--- src/design/mips_isa_pkg.sv ---
`default_nettype none

package mips_isa_pkg;

    // Instruction word field widths
    localparam int opcode_w     = 6;
    localparam int funct_w      = 6;
    localparam int reg_addr_w   = 5;
    localparam int shamt_w      = 5;
    localparam int imm_w        = 16;
    localparam int jump_index_w = 26;

    // Primary opcodes kept in this subset, R-type is zero
    typedef enum logic [opcode_w-1:0] {
        op_rtype = 6'h00,
        op_j     = 6'h02,
        op_beq   = 6'h04,
        op_bne   = 6'h05,
        op_addiu = 6'h09,
        op_slti  = 6'h0a,
        op_andi  = 6'h0c,
        op_ori   = 6'h0d,
        op_xori  = 6'h0e,
        op_lui   = 6'h0f,
        op_lw    = 6'h23,
        op_sw    = 6'h2b
    } opcode_t;

    // R-type function codes
    typedef enum logic [funct_w-1:0] {
        fn_sll  = 6'h00,
        fn_srl  = 6'h02,
        fn_sra  = 6'h03,
        fn_jr   = 6'h08,
        fn_addu = 6'h21,
        fn_subu = 6'h23,
        fn_and  = 6'h24,
        fn_or   = 6'h25,
        fn_xor  = 6'h26,
        fn_slt  = 6'h2a,
        fn_sltu = 6'h2b
    } funct_t;

    typedef enum logic [3:0] {
        alu_add, alu_sub, alu_and, alu_or, alu_xor, alu_slt,
        alu_sltu, alu_sll, alu_srl, alu_sra, alu_lui
    } alu_op_t;

endpackage

`default_nettype wire

--- src/design/cpu_bus_pkg.sv ---
`default_nettype none

package cpu_bus_pkg;

    // Word and address width of the processor and its bus
    localparam int data_w = 32;

    // One byte enable per byte lane
    localparam int byte_en_w = data_w / 8;

    // Word accesses only, so every lane is always enabled
    localparam logic [byte_en_w-1:0] byte_en_full = '1;

    // Multicycle sequencing
    typedef enum logic [1:0] {
        st_fetch  = 2'd0,
        st_exec   = 2'd1,
        st_mem    = 2'd2,
        st_halted = 2'd3
    } state_t;

endpackage

`default_nettype wire

--- src/design/alu.sv ---
`default_nettype none

module alu (
    input  mips_isa_pkg::alu_op_t              op,
    input  logic [cpu_bus_pkg::data_w-1:0]     a,
    input  logic [cpu_bus_pkg::data_w-1:0]     b,
    input  logic [mips_isa_pkg::shamt_w-1:0]   shamt,
    output logic [cpu_bus_pkg::data_w-1:0]     result
);

    import mips_isa_pkg::*;
    import cpu_bus_pkg::*;

    logic signed_lt;
    logic unsigned_lt;

    assign signed_lt   = ($signed(a) < $signed(b));
    assign unsigned_lt = (a < b);

    always_comb begin
        case (op)
            // Add and subtract wrap, no overflow trap
            alu_add:  result = a + b;
            alu_sub:  result = a - b;
            alu_and:  result = a & b;
            alu_or:   result = a | b;
            alu_xor:  result = a ^ b;
            alu_slt:  result = {{(data_w-1){1'b0}}, signed_lt};
            alu_sltu: result = {{(data_w-1){1'b0}}, unsigned_lt};
            alu_sll:  result = b << shamt;
            alu_srl:  result = b >> shamt;
            alu_sra:  result = $signed(b) >>> shamt;
            // Immediate into the upper half, lower half zero
            alu_lui:  result = {b[imm_w-1:0], {(data_w-imm_w){1'b0}}};
            default:  result = a + b;
        endcase
    end

endmodule

`default_nettype wire

--- src/design/reg_file.sv ---
`default_nettype none

module reg_file (
    input  logic                                clk,
    input  logic                                reset,
    input  logic [mips_isa_pkg::reg_addr_w-1:0] rs_addr,
    input  logic [mips_isa_pkg::reg_addr_w-1:0] rt_addr,
    input  logic                                we,
    input  logic [mips_isa_pkg::reg_addr_w-1:0] waddr,
    input  logic [cpu_bus_pkg::data_w-1:0]      wdata,
    output logic [cpu_bus_pkg::data_w-1:0]      rs_data,
    output logic [cpu_bus_pkg::data_w-1:0]      rt_data,
    output logic [cpu_bus_pkg::data_w-1:0]      v0
);

    import mips_isa_pkg::*;
    import cpu_bus_pkg::*;

    logic [data_w-1:0] regs [2**reg_addr_w];

    always_ff @(posedge clk) begin
        if (reset) begin
            for (int i = 0; i < 2**reg_addr_w; i++) begin
                regs[i] <= '0;
            end
        end else if (we && waddr != '0) begin
            regs[waddr] <= wdata;
        end
    end

    // Register zero is never written, so it stays at its reset value
    assign rs_data = regs[rs_addr];
    assign rt_data = regs[rt_addr];
    assign v0      = regs[2];

endmodule

`default_nettype wire

--- src/design/pc_unit.sv ---
`default_nettype none

module pc_unit #(
    parameter logic [cpu_bus_pkg::data_w-1:0] reset_vector = 32'hBFC0_0000
) (
    input  logic                                  clk,
    input  logic                                  reset,
    input  logic                                  advance,
    input  mips_isa_pkg::opcode_t                 op,
    input  mips_isa_pkg::funct_t                  funct,
    input  logic [cpu_bus_pkg::data_w-1:0]        rs_data,
    input  logic [cpu_bus_pkg::data_w-1:0]        rt_data,
    input  logic [mips_isa_pkg::imm_w-1:0]        imm,
    input  logic [mips_isa_pkg::jump_index_w-1:0] jump_index,
    output logic [cpu_bus_pkg::data_w-1:0]        pc,
    output logic [cpu_bus_pkg::data_w-1:0]        next_pc
);

    import mips_isa_pkg::*;
    import cpu_bus_pkg::*;

    logic [data_w-1:0] pc_plus4;
    logic [data_w-1:0] branch_target;
    logic [data_w-1:0] jump_target;
    logic [data_w-1:0] taken_target;
    logic [data_w-1:0] pending_target;
    logic              taken;
    logic              pending;

    assign pc_plus4      = pc + 32'd4;
    assign branch_target = pc_plus4 + {{(data_w-imm_w-2){imm[imm_w-1]}}, imm, 2'b00};
    // J stays inside the 256 MB region of the delay slot
    assign jump_target   = {pc_plus4[data_w-1:data_w-4], jump_index, 2'b00};

    always_comb begin
        taken        = 1'b0;
        taken_target = branch_target;
        case (op)
            op_beq: taken = (rs_data == rt_data);
            op_bne: taken = (rs_data != rt_data);
            op_j: begin
                taken        = 1'b1;
                taken_target = jump_target;
            end
            op_rtype: begin
                if (funct == fn_jr) begin
                    taken        = 1'b1;
                    taken_target = rs_data;
                end
            end
            default: ;
        endcase
    end

    // A taken transfer applies one advance later, after the delay slot
    assign next_pc = pending ? pending_target : pc_plus4;

    always_ff @(posedge clk) begin
        if (reset) begin
            pc      <= reset_vector;
            pending <= 1'b0;
        end else if (advance) begin
            pc      <= next_pc;
            pending <= taken;
        end
    end

    always_ff @(posedge clk) begin
        if (advance && taken) begin
            pending_target <= taken_target;
        end
    end

endmodule

`default_nettype wire

--- src/design/cpu_control.sv ---
`default_nettype none

module cpu_control (
    input  logic                                  clk,
    input  logic                                  reset,
    input  logic                                  waitrequest,
    input  logic [cpu_bus_pkg::data_w-1:0]        readdata,
    input  logic [cpu_bus_pkg::data_w-1:0]        pc,
    input  logic [cpu_bus_pkg::data_w-1:0]        next_pc,
    input  logic [cpu_bus_pkg::data_w-1:0]        rt_data,
    input  logic [cpu_bus_pkg::data_w-1:0]        alu_result,
    output logic                                  active,
    output logic                                  read,
    output logic                                  write,
    output logic [cpu_bus_pkg::data_w-1:0]        address,
    output logic [cpu_bus_pkg::data_w-1:0]        writedata,
    output logic [cpu_bus_pkg::byte_en_w-1:0]     byteenable,
    output logic [mips_isa_pkg::reg_addr_w-1:0]   rs_addr,
    output logic [mips_isa_pkg::reg_addr_w-1:0]   rt_addr,
    output logic                                  rf_we,
    output logic [mips_isa_pkg::reg_addr_w-1:0]   rf_waddr,
    output logic [cpu_bus_pkg::data_w-1:0]        rf_wdata,
    output mips_isa_pkg::alu_op_t                 alu_op,
    output logic [cpu_bus_pkg::data_w-1:0]        alu_b,
    output logic [mips_isa_pkg::shamt_w-1:0]      shamt,
    output logic                                  pc_advance,
    output mips_isa_pkg::opcode_t                 branch_op,
    output mips_isa_pkg::funct_t                  funct,
    output logic [mips_isa_pkg::imm_w-1:0]        imm,
    output logic [mips_isa_pkg::jump_index_w-1:0] jump_index
);

    import mips_isa_pkg::*;
    import cpu_bus_pkg::*;

    state_t                state;
    state_t                state_next;
    logic [data_w-1:0]     ir;
    opcode_t               opcode;
    logic [reg_addr_w-1:0] rd_addr;
    logic [data_w-1:0]     imm_sext;
    logic [data_w-1:0]     imm_zext;
    logic                  is_load;
    logic                  is_store;
    logic                  alu_writes;
    logic                  dest_rd;

    // Instruction fields, all taken from the latched word
    assign opcode     = opcode_t'(ir[31:26]);
    assign funct      = funct_t'(ir[5:0]);
    assign rs_addr    = ir[25:21];
    assign rt_addr    = ir[20:16];
    assign rd_addr    = ir[15:11];
    assign shamt      = ir[10:6];
    assign imm        = ir[15:0];
    assign jump_index = ir[25:0];
    assign branch_op  = opcode;

    assign imm_sext = {{(data_w-imm_w){imm[imm_w-1]}}, imm};
    assign imm_zext = {{(data_w-imm_w){1'b0}}, imm};
    assign is_load  = (opcode == op_lw);
    assign is_store = (opcode == op_sw);

    always_comb begin
        alu_op     = alu_add;
        alu_b      = rt_data;
        alu_writes = 1'b0;
        dest_rd    = 1'b0;
        case (opcode)
            op_rtype: begin
                dest_rd    = 1'b1;
                alu_writes = (funct != fn_jr);
                case (funct)
                    fn_subu: alu_op = alu_sub;
                    fn_and:  alu_op = alu_and;
                    fn_or:   alu_op = alu_or;
                    fn_xor:  alu_op = alu_xor;
                    fn_slt:  alu_op = alu_slt;
                    fn_sltu: alu_op = alu_sltu;
                    fn_sll:  alu_op = alu_sll;
                    fn_srl:  alu_op = alu_srl;
                    fn_sra:  alu_op = alu_sra;
                    default: alu_op = alu_add;
                endcase
            end
            op_addiu: begin
                alu_b      = imm_sext;
                alu_writes = 1'b1;
            end
            op_slti: begin
                alu_op     = alu_slt;
                alu_b      = imm_sext;
                alu_writes = 1'b1;
            end
            op_andi: begin
                alu_op     = alu_and;
                alu_b      = imm_zext;
                alu_writes = 1'b1;
            end
            op_ori: begin
                alu_op     = alu_or;
                alu_b      = imm_zext;
                alu_writes = 1'b1;
            end
            op_xori: begin
                alu_op     = alu_xor;
                alu_b      = imm_zext;
                alu_writes = 1'b1;
            end
            op_lui: begin
                alu_op     = alu_lui;
                alu_b      = imm_zext;
                alu_writes = 1'b1;
            end
            // Effective address is base plus sign-extended offset
            op_lw, op_sw: alu_b = imm_sext;
            default: ;
        endcase
    end

    always_comb begin
        state_next = state;
        case (state)
            st_fetch: begin
                if (!waitrequest) state_next = st_exec;
            end
            st_exec: begin
                if (is_load || is_store) begin
                    state_next = st_mem;
                end else if (next_pc == '0) begin
                    state_next = st_halted;
                end else begin
                    state_next = st_fetch;
                end
            end
            st_mem: begin
                // The pc already advanced in EXEC, so it is the next fetch address
                if (!waitrequest) state_next = (pc == '0) ? st_halted : st_fetch;
            end
            default: state_next = st_halted;
        endcase
    end

    always_ff @(posedge clk) begin
        if (reset) begin
            state <= st_fetch;
        end else begin
            state <= state_next;
        end
    end

    // Latch the fetched word when the read completes
    always_ff @(posedge clk) begin
        if (state == st_fetch && !waitrequest) begin
            ir <= readdata;
        end
    end

    assign active     = (state != st_halted);
    assign pc_advance = (state == st_exec);

    // Bus strobes, held steady through wait states
    assign read       = (state == st_fetch) || (state == st_mem && is_load);
    assign write      = (state == st_mem) && is_store;
    assign address    = (state == st_mem) ? alu_result : pc;
    assign writedata  = rt_data;
    assign byteenable = (read || write) ? byte_en_full : '0;

    assign rf_we    = (state == st_exec && alu_writes) ||
                      (state == st_mem && is_load && !waitrequest);
    assign rf_waddr = dest_rd ? rd_addr : rt_addr;
    assign rf_wdata = (state == st_mem) ? readdata : alu_result;

endmodule

`default_nettype wire

--- src/design/mips_cpu_bus.sv ---
`default_nettype none

module mips_cpu_bus #(
    parameter logic [cpu_bus_pkg::data_w-1:0] reset_vector = 32'hBFC0_0000
) (
    input  logic                                clk,
    input  logic                                reset,
    output logic                                active,
    output logic [cpu_bus_pkg::data_w-1:0]      register_v0,

    // Memory-mapped bus master
    output logic [cpu_bus_pkg::data_w-1:0]      address,
    output logic                                write,
    output logic                                read,
    input  logic                                waitrequest,
    output logic [cpu_bus_pkg::data_w-1:0]      writedata,
    output logic [cpu_bus_pkg::byte_en_w-1:0]   byteenable,
    input  logic [cpu_bus_pkg::data_w-1:0]      readdata
);

    import mips_isa_pkg::*;
    import cpu_bus_pkg::*;

    logic [data_w-1:0]       pc;
    logic [data_w-1:0]       next_pc;
    logic [data_w-1:0]       rs_data;
    logic [data_w-1:0]       rt_data;
    logic [data_w-1:0]       alu_result;
    logic [data_w-1:0]       alu_b;
    logic [reg_addr_w-1:0]   rs_addr;
    logic [reg_addr_w-1:0]   rt_addr;
    logic [reg_addr_w-1:0]   rf_waddr;
    logic [data_w-1:0]       rf_wdata;
    logic                    rf_we;
    alu_op_t                 alu_op;
    logic [shamt_w-1:0]      shamt;
    logic                    pc_advance;
    opcode_t                 branch_op;
    funct_t                  funct;
    logic [imm_w-1:0]        imm;
    logic [jump_index_w-1:0] jump_index;

    cpu_control u_cpu_control (
        .clk        (clk),
        .reset      (reset),
        .waitrequest(waitrequest),
        .readdata   (readdata),
        .pc         (pc),
        .next_pc    (next_pc),
        .rt_data    (rt_data),
        .alu_result (alu_result),
        .active     (active),
        .read       (read),
        .write      (write),
        .address    (address),
        .writedata  (writedata),
        .byteenable (byteenable),
        .rs_addr    (rs_addr),
        .rt_addr    (rt_addr),
        .rf_we      (rf_we),
        .rf_waddr   (rf_waddr),
        .rf_wdata   (rf_wdata),
        .alu_op     (alu_op),
        .alu_b      (alu_b),
        .shamt      (shamt),
        .pc_advance (pc_advance),
        .branch_op  (branch_op),
        .funct      (funct),
        .imm        (imm),
        .jump_index (jump_index)
    );

    reg_file u_reg_file (
        .clk    (clk),
        .reset  (reset),
        .rs_addr(rs_addr),
        .rt_addr(rt_addr),
        .we     (rf_we),
        .waddr  (rf_waddr),
        .wdata  (rf_wdata),
        .rs_data(rs_data),
        .rt_data(rt_data),
        .v0     (register_v0)
    );

    alu u_alu (
        .op    (alu_op),
        .a     (rs_data),
        .b     (alu_b),
        .shamt (shamt),
        .result(alu_result)
    );

    pc_unit #(
        .reset_vector(reset_vector)
    ) u_pc_unit (
        .clk       (clk),
        .reset     (reset),
        .advance   (pc_advance),
        .op        (branch_op),
        .funct     (funct),
        .rs_data   (rs_data),
        .rt_data   (rt_data),
        .imm       (imm),
        .jump_index(jump_index),
        .pc        (pc),
        .next_pc   (next_pc)
    );

endmodule

`default_nettype wire

--- config.mk ---
export PLATFORM = sky130hd
export DESIGN_NAME = mips_cpu_bus
export DESIGN_NICKNAME = d
export VERILOG_FILES = /design/src/design/mips_isa_pkg.sv /design/src/design/cpu_bus_pkg.sv /design/src/design/alu.sv /design/src/design/reg_file.sv /design/src/design/pc_unit.sv /design/src/design/cpu_control.sv /design/src/design/mips_cpu_bus.sv
export SDC_FILE = /design/constraint.sdc
export NUM_CORES = 2
export LEC_CHECK = 0
export ABC_AREA = 1
export BUFFER_PORTS_ARGS = -buffer_cell sky130_fd_sc_hd__buf_2
export CAP_MARGIN = 20
export CORE_MARGIN = 4
export CORE_UTILIZATION = 29
export CTS_BUF_LIST = sky130_fd_sc_hd__clkbuf_8
export DETAILED_ROUTE_END_ITERATION = 7
export GPL_TIMING_DRIVEN = 1
export MAX_ROUTING_LAYER = met4
export PLACE_DENSITY_LB_ADDON = 0.05
export RECOVER_POWER = 50
export REMOVE_ABC_BUFFERS = 1
export SYNTH_ARGS = -nofsm -noshare
export SYNTH_HDL_FRONTEND = slang
export SYNTH_HIERARCHICAL = 1
export SYNTH_SLANG_ARGS = --single-unit
--- constraint.sdc ---
create_clock -name clk -period 4.9 [get_ports clk]
set_input_delay 0.245 -clock clk [delete_from_list [all_inputs] [get_ports clk]]
set_output_delay 0.245 -clock clk [all_outputs]
set_load 0.005 [all_outputs]
==> results.md <==
- Outcome: complete, but fails checks
- Violated checks: capacitance limit, slew limit, setup timing
- Residual DRC: 0
- Die Wd: around 520 um
- Power, Total: 36.90 mW
- Drt initial violations: about 10k
- Sequential Power Share: a little under a third
- Clock power frac: 25.2%
- Yosys warns: 6
- Layout Skew: roughly 0.15 ns
- WL/cell: 29.89 um
- Core area: roughly 0.26 mm^2
- Syn Std Cell Area: roughly 0.076 mm^2
- Worst path arrival time: 5.77 ns
- Clk sinks: approximately 1.1k
- CP dominant cell by count: buf_4
- Router iterations before antenna repair: 6
- Post-placement worst setup slack: -2.188 ns
- DRT Wirelength: 471,600 um
- Power density over the cells: 344.3 mW/mm^2
- Placer Congestion: 1.016
- Hpwl dp: 329,000 um
- Post-synth EDFFs: approximately 1.1k
- Vias in the first global route: 79.68k
- # IOs: 138
- Site Rows: 187
- Placed cells: between 15k and 20k
- Pins Over Slew Limit: 104
- WS Path Type: flop to output port
- Via count: between 80k and 90k
- H-Tree Depth: 4
- Buffers on Ports: around 140
- Layout fillers: about 27k
- Tcrit/Tclk final: 122.7%
- Seq/Total Area, Yosys: between 40 and 50%
- CTS Buffer Depth: 4
- Final hold vios: 0
- CP required: approximately 4.7 ns
- Internal power: around 21 mW
- Largest fanout on the critical path: 13
- Nets@finish: approximately 12k
- Hold path depth: 2
- Die ar.: 0.2704 mm^2
- Final antenna-violating net count: 0
- Vert. Die Dim: a little over 500 um
- Main synth FF type: edfxtp_1
- Tmin final: ~6 ns
- Clock transition at path regs: approximately 0.07 ns
- R2r worst-path depth: 36
- # Max-Cap Violations: 3
- Share of layout cells above drive strength 1: roughly 29%
- Startpoint types: flop
- Post-Syn Area per Cell: slightly above 7 um^2
- Worst IR Drop VDD: 0.3537 mV
- Switching share of power: 41.79%
- Largest net degree at the start of global routing: 79
- Leakage: 47.37 nW
- Num CTS Buffers: 222
- Crit. End Element: output port
- Gate power share: 44.6%
- Total gr overflow: 0
- GR Util All Layers: around a third
- Vias per inst: around 5.4
- Number of antenna violations at the first check in global routing: 18
- Synth async-reset ratio: 0%
- Area grow syn2layout: 40.97%
- Max stage delay on crit path: around 0.39 ns
- CTS tree: yes
- Skew-Pair Late Insertion Delay: roughly 1.1 ns
- Yosys cell types: 68
- Finish-stage setup viols: 1,900
- Post-Synthesis Cells: approximately 11k
- Reg area: 0.03337 mm^2
- CTS root buf: clkbuf_8
- Max stage delay cell, worst path: edfxtp_1
- First-pass GRT wire length: about 640,000 um
- Area of the multi-input gates: approximately 0.044 mm^2
- Initial cell density of the core: between 20% and 30%
- Hold/Removal Path Class: input port to flop
- Most frequent cells in the layout: 3,354 x nand2_1, 1,697 x nand3_1, 1,258 x nor2_1
- P_sw: around 15 mW
- Commonest non-fill, non-tap cell in the layout: nand2_1
- Worst-Margin Slew: about 3.7 ns
- Unrepaired setup endpoints after global routing: true
- F_max: about 170 MHz
- Setup ws final: -1.111 ns
- Flops & latches, synth: around 1.1k
- Non-Filler Instances: 15.78k
- Slew headroom: -144.6%
## final timing paths
kind	start	to	slack [ns]
setup / recovery	u_cpu_control/ir[16]$_DFFE_PP_	address[24]	-1.11
hold / removal	readdata[0]	u_cpu_control/ir[0]$_DFFE_PP_	0.14
setup reg to reg	u_cpu_control/ir[16]$_DFFE_PP_	u_reg_file/regs[2][16]$_SDFFCE_PN0P_	-0.51
hold reg to reg	u_cpu_control/state[0]$_SDFFE_PP0P_	u_cpu_control/state[1]$_SDFFE_PP0P_	0.51
## cells by family after synthesis
kind of cell	synth area share [%]
xor+xnor	0.4576
fa+ha+maj	2.153
other cells	0.004933
mux	0.1761
compound gates	4.378
flops	43.90
buf+inv	7.866
simple gates	41.06
## Yosys cell counts (16+ instances only)
cell type,number,share of area (%)
inv_1,504,2.5
buf_6,51,0.76
clkbuf_1,480,2.4
xor2_1,21,0.24
nand3_1,1944,13
ha_1,126,2.1
dfxtp_1,35,0.92
o21ai_1,23,0.15
a21oi_1,222,1.5
o211ai_1,35,0.35
nor2_1,1360,6.7
o21ai_0,220,1.4
buf_2,116,0.76
nand4_1,48,0.40
inv_2,19,0.094
nand2_1,4009,20
edfxtp_1,1088,43
buf_4,82,0.81
buf_1,96,0.47
o21bai_1,17,0.17
nor3_1,44,0.29
a22oi_1,18,0.18
o22ai_1,26,0.21
nand3b_1,16,0.16
## metrics by stage
stage	setup TNS (ns)	instance area (um^2)	util, %	hold WS [ns]
after floorplan	-	72130	-	0.3141
after global placement	-1166.74	90990	34.97	0.4428
after detailed placement	-1159.72	90990	34.97	0.4449
after CTS	-209.69	102900	39.53	0.004190
after global routing	-763.68	107200	41.18	0.1233
final	-649.71	107200	41.19	0.1367
## layer usage
| metal | wire length (um) | track usage (%) |
|---|---|---|
| met2 | 204600 | 51.09 |
| met5 | 0 | - |
| met4 | 25530 | 14.99 |
| met1 | 205200 | 46.85 |
| met3 | 36250 | 4.394 |
## sequential cells by signal (all words and copies together) (netlist names)
| register | cells |
|---|---|
| u_reg_file/regs | 1024 |
| u_cpu_control/state | 2 |
| u_cpu_control/ir | 32 |
| u_pc_unit/pending_target | 32 |
| u_pc_unit/pending | 1 |
| u_pc_unit/pc | 32 |
## area by class of cell
class / count / area share, %
Tap cell: 3496 / 4.082
Multi-Input combinational cell: 8316 / 40.63
Clock inverter: 176 / 0.8827
Sequential cell: 1123 / 31.14
Timing Repair Buffer: 1904 / 18.25
Timing Repair inverter: 1 / 0.02802
Inverter: 527 / 2.046
Clock buffer: 227 / 2.916
Antenna cell: 8 / 0.01868
## power by group through the flow
stage | registers [mW] | clock network, mW | logic [mW]
global route | 11.2 | 9.96 | 17.0
global placement | 11.3 | 0 | 13.1
floorplan | 11.5 | 0 | 4.60
finish | 11.1 | 9.31 | 16.4
CTS | 11.1 | 9.55 | 15.1
detailed placement | 11.3 | 0 | 13.0
## worst max-delay path, delay by kind of cell, from the launching register on
family	cells	cell delay [ns]
flip-flops	1	0.39
adder cells (fa/ha/maj)	1	0.27
buffers and inverters	12	2.00
AND/OR/NAND/NOR	12	1.51
AO/OA/AOI/OAI	4	0.43
## repair_timing
| item | 4_1_cts | 5_1_grt |
|---|---|---|
| gates resized for setup | 1290 | 974 |
| pin swaps | 268 | 505 |
| hold endpoints to repair | 318 | 0 |
| cloned | 50 | 13 |
| setup endpoints to repair | 1024 | 1024 |
| hold buffers | 45 | 0 |
| setup buffers | 165 | 104 |
No activity file was read; power rests on OpenSTA's default activity.
